File: config.mk
export PLATFORM = sky130hd
export DESIGN_NAME = nnLayerTop
export DESIGN_NICKNAME = d
export VERILOG_FILES = /design/src/nnPkg.sv /design/src/nnLayerTop.sv /design/src/apbHost.sv /design/src/actMem.sv /design/src/actArbiter.sv /design/src/layerEngine.sv /design/src/neuronNode.sv
export SDC_FILE = /design/constraint.sdc
export NUM_CORES = 2
export LEC_CHECK = 0
export ABC_CLOCK_PERIOD_IN_PS = 26800
export BUFFER_PORTS_ARGS = -buffer_cell sky130_fd_sc_hd__buf_2
export CELL_PAD_IN_SITES_DETAIL_PLACEMENT = 0
export CELL_PAD_IN_SITES_GLOBAL_PLACEMENT = 1
export CORE_MARGIN = 2
export CORE_UTILIZATION = 43
export CTS_CLUSTER_DIAMETER = 40
export DETAILED_ROUTE_END_ITERATION = 16
export MAX_ROUTING_LAYER = met4
export PLACE_DENSITY = 0.78
export SLEW_MARGIN = 20
export SYNTH_ARGS = -nofsm -noshare
export SYNTH_HDL_FRONTEND = slang
export SYNTH_SLANG_ARGS = --single-unit
File: constraint.sdc
create_clock -name clk -period 26.8 [get_ports clk]
set_clock_uncertainty 0.2 [all_clocks]
set_input_delay 6.7 -clock clk [delete_from_list [all_inputs] [get_ports clk]]
set_output_delay 6.7 -clock clk [all_outputs]
set_load 0.005 [all_outputs]
File: src/nnPkg.sv
package nnPkg;

	localparam int actWidth = 8;
	localparam int biasWidth = 16;
	localparam int accWidth = 23;
	localparam int numInputs = 10;
	localparam int numNodes = 4;
	localparam int memDepth = 32;
	localparam int addrWidth = $clog2(memDepth);
	localparam int apbAddrWidth = 8;
	localparam int apbDataWidth = 32;

	// Byte indices in the activation memory.
	localparam logic [addrWidth-1:0] inBase = 5'd0;
	localparam logic [addrWidth-1:0] outBase = 5'd16;

	// Memory bytes sit below ctrlAddr at four times their index.
	localparam logic [apbAddrWidth-1:0] ctrlAddr = 8'h80;
	localparam logic [apbAddrWidth-1:0] statusAddr = 8'h84;

	// Neuron rule.
	// The sum is the bias plus each activation times its weight, all signed.
	// A negative sum gives 0.
	// Otherwise the sum is divided by 64, rounded half up and limited to 127.
	localparam int fracBits = 6;
	localparam int satMax = 127;

	typedef logic signed [actWidth-1:0] sByte;
	typedef sByte [numInputs-1:0] weightVec;
	typedef sByte [numInputs-1:0] actVec;

	typedef struct packed {
		logic valid;
		logic write;
		logic [addrWidth-1:0] addr;
		logic [actWidth-1:0] wdata;
	} memReq;

	typedef enum logic {
		ownHost,
		ownEngine
	} owner;

	typedef enum logic [1:0] {
		idle,
		fetch,
		compute,
		store
	} engineState;

endpackage
File: src/nnLayerTop.sv
`timescale 1ns/1ps

// Weight vectors are listed from input 9 down to input 0.
module nnLayerTop #(
	parameter nnPkg::weightVec weights0 = {
		8'sd32, 8'sd62, -8'sd8, -8'sd38, 8'sd54, -8'sd6, 8'sd38, 8'sd36, -8'sd42, 8'sd12},
	parameter nnPkg::weightVec weights1 = {
		-8'sd5, 8'sd9, 8'sd18, -8'sd12, 8'sd40, 8'sd25, -8'sd33, 8'sd7, 8'sd15, -8'sd20},
	parameter nnPkg::weightVec weights2 = {
		8'sd7, 8'sd3, -8'sd2, 8'sd1, 8'sd4, -8'sd6, 8'sd2, 8'sd8, -8'sd3, 8'sd5},
	parameter nnPkg::weightVec weights3 = {
		8'sd14, 8'sd22, -8'sd8, 8'sd50, -8'sd29, 8'sd11, 8'sd45, -8'sd17, 8'sd31, -8'sd64},
	parameter logic signed [nnPkg::biasWidth-1:0] bias0 = -16'sd512,
	parameter logic signed [nnPkg::biasWidth-1:0] bias1 = 16'sd256,
	// Large enough to drive most inputs into saturation.
	parameter logic signed [nnPkg::biasWidth-1:0] bias2 = 16'sd12000,
	parameter logic signed [nnPkg::biasWidth-1:0] bias3 = -16'sd1024
) (
	input logic clk,
	input logic reset,
	input logic psel,
	input logic penable,
	input logic pwrite,
	input logic [nnPkg::apbAddrWidth-1:0] paddr,
	input logic [nnPkg::apbDataWidth-1:0] pwdata,
	output logic [nnPkg::apbDataWidth-1:0] prdata,
	output logic pready,
	output logic pslverr
);
	import nnPkg::*;

	memReq hostReq;
	memReq engReq;
	memReq memSel;
	logic hostGrant;
	logic engGrant;
	logic startPulse;
	logic busy;
	logic [actWidth-1:0] memRdata;

	apbHost apbHost_i (
		.clk(clk),
		.reset(reset),
		.psel(psel),
		.penable(penable),
		.pwrite(pwrite),
		.paddr(paddr),
		.pwdata(pwdata),
		.prdata(prdata),
		.pready(pready),
		.pslverr(pslverr),
		.busy(busy),
		.startPulse(startPulse),
		.req(hostReq),
		.grant(hostGrant),
		.rdata(memRdata)
	);

	layerEngine #(
		.weights0(weights0),
		.weights1(weights1),
		.weights2(weights2),
		.weights3(weights3),
		.bias0(bias0),
		.bias1(bias1),
		.bias2(bias2),
		.bias3(bias3)
	) layerEngine_i (
		.clk(clk),
		.reset(reset),
		.startPulse(startPulse),
		.req(engReq),
		.grant(engGrant),
		.rdata(memRdata),
		.busy(busy)
	);

	actArbiter actArbiter_i (
		.clk(clk),
		.reset(reset),
		.hostReq(hostReq),
		.engReq(engReq),
		.hostGrant(hostGrant),
		.engGrant(engGrant),
		.memSel(memSel)
	);

	actMem actMem_i (
		.clk(clk),
		.req(memSel),
		.rdata(memRdata)
	);

endmodule

File: src/apbHost.sv
`timescale 1ns/1ps

module apbHost (
	input logic clk,
	input logic reset,
	input logic psel,
	input logic penable,
	input logic pwrite,
	input logic [nnPkg::apbAddrWidth-1:0] paddr,
	input logic [nnPkg::apbDataWidth-1:0] pwdata,
	output logic [nnPkg::apbDataWidth-1:0] prdata,
	output logic pready,
	output logic pslverr,
	input logic busy,
	output logic startPulse,
	output nnPkg::memReq req,
	input logic grant,
	input logic [nnPkg::actWidth-1:0] rdata
);
	import nnPkg::*;

	logic access;
	logic isMem;
	logic isCtrl;
	logic isStatus;
	logic isErr;
	logic granted;
	logic busyPrev;
	logic [7:0] doneCount;
	logic [apbDataWidth-1:0] statusWord;

	assign access = psel && penable;
	assign isMem = paddr < ctrlAddr;
	assign isCtrl = paddr[apbAddrWidth-1:2] == ctrlAddr[apbAddrWidth-1:2];
	assign isStatus = paddr == statusAddr;
	assign isErr = paddr > statusAddr;

	// Request is dropped as soon as the grant is seen.
	always_comb
	begin
		req = '0;
		req.valid = access && isMem && !granted;
		req.write = pwrite;
		req.addr = paddr[addrWidth+1:2];
		req.wdata = pwdata[actWidth-1:0];
	end

	// Memory accesses end the cycle after their grant.
	assign pready = access && (isMem ? granted : 1'b1);
	assign pslverr = access && isErr;

	// Busy is held one extra cycle so the count is settled when it reads 0.
	always_comb
	begin
		statusWord = '0;
		statusWord[15:8] = doneCount;
		statusWord[0] = busy || busyPrev;
	end

	always_comb
	begin
		prdata = '0;
		if (isMem)
			prdata[actWidth-1:0] = rdata;
		else if (isStatus)
			prdata = statusWord;
	end

	always_ff @(posedge clk)
	begin
		if (reset)
		begin
			granted <= 1'b0;
			startPulse <= 1'b0;
			busyPrev <= 1'b0;
			doneCount <= '0;
		end
		else
		begin
			if (pready)
				granted <= 1'b0;
			else if (grant)
				granted <= 1'b1;
			startPulse <= access && pwrite && isCtrl && pwdata[0];
			busyPrev <= busy;
			// One count per falling edge of busy.
			if (busyPrev && !busy)
				doneCount <= doneCount + 1'b1;
		end
	end

endmodule

File: src/actMem.sv
`timescale 1ns/1ps

module actMem (
	input logic clk,
	input nnPkg::memReq req,
	output logic [nnPkg::actWidth-1:0] rdata
);
	import nnPkg::*;

	logic [actWidth-1:0] mem [memDepth];

	always_ff @(posedge clk)
	begin
		if (req.valid && req.write)
			mem[req.addr] <= req.wdata;
	end

	// Holds the last read byte until the next read.
	always_ff @(posedge clk)
	begin
		if (req.valid && !req.write)
			rdata <= mem[req.addr];
	end

endmodule

File: src/actArbiter.sv
`timescale 1ns/1ps

module actArbiter (
	input logic clk,
	input logic reset,
	input nnPkg::memReq hostReq,
	input nnPkg::memReq engReq,
	output logic hostGrant,
	output logic engGrant,
	output nnPkg::memReq memSel
);
	import nnPkg::*;

	owner lastOwner;

	always_comb
	begin
		hostGrant = hostReq.valid;
		engGrant = engReq.valid;
		// On a conflict the last owner yields.
		if (hostReq.valid && engReq.valid)
		begin
			hostGrant = lastOwner == ownEngine;
			engGrant = lastOwner == ownHost;
		end
	end

	always_comb
	begin
		memSel = '0;
		if (hostGrant)
			memSel = hostReq;
		else if (engGrant)
			memSel = engReq;
	end

	always_ff @(posedge clk)
	begin
		if (reset)
			lastOwner <= ownHost;
		else if (hostGrant)
			lastOwner <= ownHost;
		else if (engGrant)
			lastOwner <= ownEngine;
	end

endmodule

File: src/layerEngine.sv
`timescale 1ns/1ps

module layerEngine #(
	parameter nnPkg::weightVec weights0 = '0,
	parameter nnPkg::weightVec weights1 = '0,
	parameter nnPkg::weightVec weights2 = '0,
	parameter nnPkg::weightVec weights3 = '0,
	parameter logic signed [nnPkg::biasWidth-1:0] bias0 = '0,
	parameter logic signed [nnPkg::biasWidth-1:0] bias1 = '0,
	parameter logic signed [nnPkg::biasWidth-1:0] bias2 = '0,
	parameter logic signed [nnPkg::biasWidth-1:0] bias3 = '0
) (
	input logic clk,
	input logic reset,
	input logic startPulse,
	output nnPkg::memReq req,
	input logic grant,
	input logic [nnPkg::actWidth-1:0] rdata,
	output logic busy
);
	import nnPkg::*;

	localparam weightVec [numNodes-1:0] weightSet = {weights3, weights2, weights1, weights0};
	localparam logic [numNodes-1:0][biasWidth-1:0] biasSet = {bias3, bias2, bias1, bias0};
	localparam int countWidth = $clog2(numInputs + 1);
	localparam int nodeIdxWidth = $clog2(numNodes);
	localparam int nodeLatency = 3;

	engineState state;
	logic [countWidth-1:0] count;
	logic [countWidth-1:0] capIdx;
	logic capValid;
	actVec actBus;
	logic [numNodes-1:0][actWidth-1:0] nodeOut;

	assign busy = state != idle;

	always_comb
	begin
		req = '0;
		case (state)
			fetch:
			begin
				req.valid = count < numInputs;
				req.addr = inBase + addrWidth'(count);
			end
			store:
			begin
				req.valid = 1'b1;
				req.write = 1'b1;
				req.addr = outBase + addrWidth'(count);
				req.wdata = nodeOut[count[nodeIdxWidth-1:0]];
			end
			default:
				req.valid = 1'b0;
		endcase
	end

	always_ff @(posedge clk)
	begin
		if (reset)
		begin
			state <= idle;
			count <= '0;
			capValid <= 1'b0;
		end
		else
		begin
			capValid <= state == fetch && grant;
			case (state)
				idle:
					if (startPulse)
					begin
						state <= fetch;
						count <= '0;
					end
				fetch:
					// Leave once the last byte lands on the bus.
					if (capValid && capIdx == countWidth'(numInputs - 1))
					begin
						state <= compute;
						count <= '0;
					end
					else if (grant)
						count <= count + 1'b1;
				compute:
					if (count == countWidth'(nodeLatency - 1))
					begin
						state <= store;
						count <= '0;
					end
					else
						count <= count + 1'b1;
				store:
					if (grant)
					begin
						if (count == countWidth'(numNodes - 1))
							state <= idle;
						count <= count + 1'b1;
					end
			endcase
		end
	end

	// Read data returns one cycle after the grant.
	always_ff @(posedge clk)
	begin
		if (state == fetch && grant)
			capIdx <= count;
		if (capValid)
			actBus[capIdx] <= rdata;
	end

	for (genvar g = 0; g < numNodes; g++)
	begin : nodeGen
		neuronNode #(
			.weights(weightSet[g]),
			.bias(biasSet[g])
		) neuronNode_i (
			.clk(clk),
			.reset(reset),
			.actIn(actBus),
			.nodeOut(nodeOut[g])
		);
	end

endmodule

File: src/neuronNode.sv
`timescale 1ns/1ps

module neuronNode #(
	parameter nnPkg::weightVec weights = '0,
	parameter logic signed [nnPkg::biasWidth-1:0] bias = '0
) (
	input logic clk,
	input logic reset,
	input nnPkg::actVec actIn,
	output logic [nnPkg::actWidth-1:0] nodeOut
);
	import nnPkg::*;

	localparam logic [accWidth-1:0] half = 1 << (fracBits - 1);

	actVec actReg;
	logic signed [accWidth-1:0] sum;
	logic signed [accWidth-1:0] accReg;
	logic [accWidth-1:0] rounded;

	// Products are formed at full accumulator width.
	always_comb
	begin
		sum = bias;
		for (int i = 0; i < numInputs; i++)
			sum = sum + $signed(actReg[i]) * $signed(weights[i]);
	end

	// Only meaningful for a non-negative sum.
	assign rounded = ($unsigned(accReg) + half) >> fracBits;

	always_ff @(posedge clk)
	begin
		actReg <= actIn;
		accReg <= sum;
	end

	// ReLU, then saturate.
	always_ff @(posedge clk)
	begin
		if (reset)
			nodeOut <= '0;
		else if (accReg[accWidth-1])
			nodeOut <= '0;
		else if (rounded > satMax)
			nodeOut <= actWidth'(satMax);
		else
			nodeOut <= rounded[actWidth-1:0];
	end

endmodule

# After elaboration in Yosys (flattened, before gate mapping)
# Memory sizes are Yosys's and may differ from the RTL's. A register that Yosys moved wholly into a read port is not among the register bits.
# Index checks and enable logic that the tools add are counted.
dict set report op_classes {
  n_lt_le_gt_ge 10
  bitwise_logic 1
  n_eq_ne 13
  n_mux 34
  mul 30
  n_addsub 50
  reduce_logical 32
}
# op count
set ops {}
lappend ops {{adder 23 x 15 -> 23 bit} 10}
lappend ops {{multiplier 8 x 6 -> 14 bit (second input constant)} 10}
lappend ops {{adder 23 x 13 -> 23 bit} 6}
lappend ops {{adder 23 x 14 -> 23 bit} 6}
lappend ops {{adder 23 x 12 -> 23 bit} 5}
lappend ops {{adder 23 x 6 -> 23 bit (second input constant)} 4}
lappend ops {{multiplier 8 x 4 -> 12 bit (second input constant)} 7}
lappend ops {{bitwise mux 80 bit} 1}
lappend ops {{multiplier 8 x 5 -> 13 bit (second input constant)} 6}
lappend ops {{adder 23 x 11 -> 23 bit} 3}
lappend ops {{adder 23 bit} 3}
lappend ops {{greater-than comparator 17 x 7 -> 1 bit (second input constant)} 4}
lappend ops {{multiplier 8 x 3 -> 11 bit (second input constant)} 5}
lappend ops {{adder 10 x 23 -> 23 bit (first input constant)} 2}
lappend ops {{two-way mux 8 bit} 5}
lappend ops {{demux 8 bit (select 4 bit)} 1}
lappend ops {{multiplier 8 x 7 -> 15 bit (second input constant)} 2}
lappend ops {{two-way mux 15 bit} 2}
lappend ops {{two-way mux 7 bit} 4}
lappend ops {{adder 11 x 23 -> 23 bit (first input constant)} 1}
lappend ops {{adder 15 x 23 -> 23 bit (first input constant)} 1}
lappend ops {{adder 23 x 10 -> 23 bit} 1}
lappend ops {{adder 23 x 8 -> 23 bit} 1}
lappend ops {{adder 23 x 9 -> 23 bit} 1}
lappend ops {{other kinds (38)} 79}
dict set report word_totals {
  regBits 307
  input_bits 45
  output_inout_bits 34
  elab_cells 212
  memories 1
  ramBits 256
}
# name depth word_bits rd rd_clocked_by_memory_dff wr line
set memory_table {}
lappend memory_table {actMem_i.mem 32 8 1 1 1 actMem.sv:10} ;# logic [actWidth-1:0] mem [memDepth];

# Logic depth before layout (Yosys ltp)
dict set report depth {
  word_depth 11
  depth_mapped 40
  mapped_depth_nobuf 40
}

# Modules after synthesis
# A second synthesis with hierarchy kept.
dict set report unflattened {
  cells_unflattened 6085
  hier_area_um2 67033.0
}
# module seq_area_each_um2 n_inst area_per_inst_um2 cells_per_inst
set modules_own_cells {}
lappend modules_own_cells {{neuronNode (layerEngine_i.nodeGen[3].neuronNode_i)} 2122.0 1 14709.1 1424}
lappend modules_own_cells {{neuronNode (layerEngine_i.nodeGen[1].neuronNode_i)} 2122.0 1 14476.4 1449}
lappend modules_own_cells {{neuronNode (layerEngine_i.nodeGen[0].neuronNode_i)} 2122.0 1 13068.8 1326}
lappend modules_own_cells {actMem 7927.6 1 10289.9 580}
lappend modules_own_cells {{neuronNode (layerEngine_i.nodeGen[2].neuronNode_i)} 2122.0 1 9840.7 979}
lappend modules_own_cells {layerEngine 2662.6 1 3492.1 193}
lappend modules_own_cells {apbHost 220.2 1 887.1 109}
lappend modules_own_cells {actArbiter 20.0 1 269.0 25}

# Worst setup path before layout
# OpenSTA, ideal clock, no wires.
dict set report synth_timing {
  path_type {input to output}
  start {input port paddr[3] (netlist name)}
  end {output port prdata[0] (netlist name)}
  stages 4
  arrival_ps 8085
  n_path_buf 0
  path_slack_ps 11815
  cell_sequence {or4_1 -> nor4_1 -> o21ai_0 -> o21ai_0}
}
dict set report synth_between {
  elab_chain_cells 3
  elab_cells_between_ends 4
}
# item line
set synth_rtl {}
lappend synth_rtl {{start: declaration} nnLayerTop.sv:24} ;# input logic [nnPkg::apbAddrWidth-1:0] paddr,
lappend synth_rtl {{branches (longest 2 deep; another with < comparator 8 bit)} --}
lappend synth_rtl {{two-way mux 8 bit *} apbHost.sv:63} ;# if (isMem)
lappend synth_rtl {{end: declaration} nnLayerTop.sv:26} ;# output logic [nnPkg::apbDataWidth-1:0] prdata,
# Mark *: on every way between the ends.

# Worst setup path in the final report
# Ends and elaborated chain as after synthesis.

==> metrics.md <==
| Metric | Value |
|---|---|
| # clock sinks | 551 |
| Die Y | 366.8 um |
| Die Wd | 366.8 um |
| M2 GR Usage | 0.3838 |
| Crit-path max cell delay | 0.59 ns |
| Total CTS buffers | 95 |
| Leakage power | 29.43 nW |
| CP Data Required Time | 19.90 ns |
| Fin cells | 6,936 |
| Placed insts | 6,754 |
| CTS H-tree depth | 3 |
| Worst EP arrival | 8.23 ns |
| Met3 usage | 0.03535 |
| Total Nets Final | 6,736 |
| Crit share post-route | 0.5644 |
| Slew @ Worst Pin | ~1.2 ns |
| Final min period | 15.13 ns |
| Most crowded layer after global routing | met2 |
| R2R depth | 35 |
| Worst Hold Class | reg -> reg |
| Outcome | finished, final reports clean |
| RePlAce Congestion | 1.008 |
| Max-Cap Viols | 0 |
| I/O pin total | 79 |
| Post-route ant nets | 0 |
| Setup crit end kind | output port |
| Antenna violations before repair | 11 |
| Gr usage total | 0.2449 |
| Slew Viols, Final | 0 |
| CTS tree | done |
| Slowest CP cell | or4_1 |
| Rel. slew slack | 0.1670 |
| Sequential element share of the synthesized area | 0.2564 |
| First-pass GRT wire length | 235,500 um |
| Vias/cell | about 5.1 |
| Hold path depth | 0 |
| Worst Hold Path EP | layerEngine_i.nodeGen[0].neuronNode_i.actReg[43] |
| Synth top area cells | fa_1 (31%), edfxtp_1 (18%), ha_1 (16%), inv_1 (9.0%), dfxtp_1 (7.2%) |
| Bufs on Longest Clock Path | 3 |
| CTS root buf | clkbuf_16 |
| Post-Synthesis Cells | between 4,000 and 5,000 |
| Post-CTS Resized | 0 |
| Most common cell in the netlist | inv_1 |
| DPL Wire Length | between 100,000 and 150,000 um |
| Area grow syn2layout | 10.56% |
| Core Area | 131,100 um2 |
| DRC viols | 0 |
| Worst hold start | layerEngine_i.actBus[43] |
| Vias in the first global route | 36,960 |
| Reg2reg start | layerEngine_i.nodeGen[0].neuronNode_i.actReg[73] |
| Unrepaired setup endpoints after global routing | false |
| Yosys top cell by area | fa_1 |
| EDFF count, synth | 348 |
| Final Hold Viols | 0 |
| Post-Syn Area | 56,600 um2 |
| Latest clock arrival within the worst-skew pair | between 0.7 and 0.8 ns |
| Max Fclk | between 0.06 and 0.07 GHz |
| Total wire length | 154,600 um |
| Initial core utilization | 0.4316 |
| Hold_buf cts | 0 |
| Worst vdd ir | ~0.063 mV |
| Cell variety after synth | 74 |
| Synth Warn # | 0 |
| FP Rows | 133 |
| First drt pass iteration count | 6 |
| Post-synth top area share | 0.3137 |
| Top post-synthesis cells by count | inv_1 (1,358), fa_1 (887), ha_1 (708) |
| Main synth FF type | edfxtp_1 |
| Avg WL per Cell | 22.30 um |
| Setup Buffers After CTS | 0 |
| Global Route met1 Usage | 0.3299 |
| Largest net degree at the start of global routing | 69 |
| Average size of a mapped cell | approximately 11 um2 |
| Worst reg-to-reg setup slack | 15.95 ns |
| CP max FO | 9 |
| Worst Setup Start Kind | input port |
| Die ar. | 134,500 um2 |
| Power Total | 3.099 mW |
| 1st-iter DRT viols | 2,830 |
| Crit-path cells | buf_2 > or4_1 > nor4_2 > buf_4 > o21ai_0 > o21ai_0 > buf_2 |
| Gr ovfl total | 0 |
| #FFs+latches synth | ~550 |
| Reg-to-Reg End | layerEngine_i.nodeGen[3].neuronNode_i.accReg[20] |
| Routed vias | 35,050 |
| Setup TNS | 0 ns |
| Worst hold slack | 0.1123 ns |
| Clk slew on worst S/H paths | 0.05 ns |
| Final setup violation count | 0 |
| Pwr per Cell Area | 49.52 nW/um2 |
| Critical path type | in -> out |
| Port Buf Inserts | 38 |
| Post-synth ARST share | 0 |
| Layout cells sized above 1 | 0.07279 |
## worst max-delay path: cells and delay by family
kind | cells | cell delay, ns
AND/OR/NAND/NOR | 2 | 0.87
AO/OA/AOI/OAI | 2 | 0.17
buffers and inverters | 3 | 0.49
## how the worst max path moves through the flow
stage,from,cells past startpoint,end
2_1_floorplan,paddr[3],4,prdata[0]
3_3_place_gp,paddr[3],7,prdata[0]
3_5_place_dp,paddr[3],7,prdata[0]
4_1_cts,paddr[3],7,prdata[0]
5_1_grt,paddr[3],7,prdata[0]
6_report,paddr[3],7,prdata[0]
## cell type report
class | count | area, um2
diodes | 2 | 5.005
clock buffers | 117 | 2552
clock inverters | 63 | 817.0
fillers | 11890 | 68560
inverters | 1363 | 5116
multi-input cells | 2995 | 36790
flip-flops and latches | 551 | 14520
well taps | 1755 | 2196
repair buffers | 90 | 580.6
## state kept, by name, indices dropped and copies added, names as in the netlist, 2 cells and up
signal,cells
layerEngine_i.capIdx,4
apbHost_i.doneCount,8
layerEngine_i.nodeGen.neuronNode_i.nodeOut,32
layerEngine_i.nodeGen.neuronNode_i.accReg,72
actMem_i.rdata,8
actMem_i.mem,256
layerEngine_i.count,4
layerEngine_i.nodeGen.neuronNode_i.actReg,80
layerEngine_i.state,2
layerEngine_i.actBus,80
## placed cells by master, fill, tap and decap left out, types with 49 or more instances in the layout
cell and count:
inv_1 1358, fa_1 887, ha_1 708, edfxtp_1 348, xnor2_1 237, dfxtp_1 201, nor2_1 167, a21oi_1 156
clkbuf_16 97, nand2_1 94, xor2_1 85, mux4_2 70, buf_4 52, o21ai_0 51, a21o_1 49
## stage by stage
stage               worst slack (ns)  utilization  area (um2)
global route                   11.50       0.4771       62570
detailed placement             11.62       0.4513       59180
global placement               11.59       0.4513       59180
finish                         11.67       0.4772       62570
CTS                            11.62       0.4770       62550
floorplan                      11.81            -       56670
## cells by family after synthesis
kind of cell    synth area share
other cells           0.00006626
fa+ha+maj                 0.4703
buf+inv                  0.09579
simple gates             0.04461
mux                      0.03130
compound gates           0.05153
flops                     0.2564
xor+xnor                 0.04998
## per-layer routing
metal | part of all wire | up-vias
met1 | 0.43 | 17850
met5 | 0 | -
met4 | 0.038 | 0
met2 | 0.47 | 1093
met3 | 0.067 | 243
li1 | - | 15860
## power breakdown
| group | total, mW | switching [mW] | internal, mW |
|---|---|---|---|
| combinational | 0.749 | 0.440 | 0.309 |
| sequential | 1.09 | 0.0994 | 0.990 |
| clock | 1.26 | 0.485 | 0.774 |
Power figures use the tool's default switching activity.
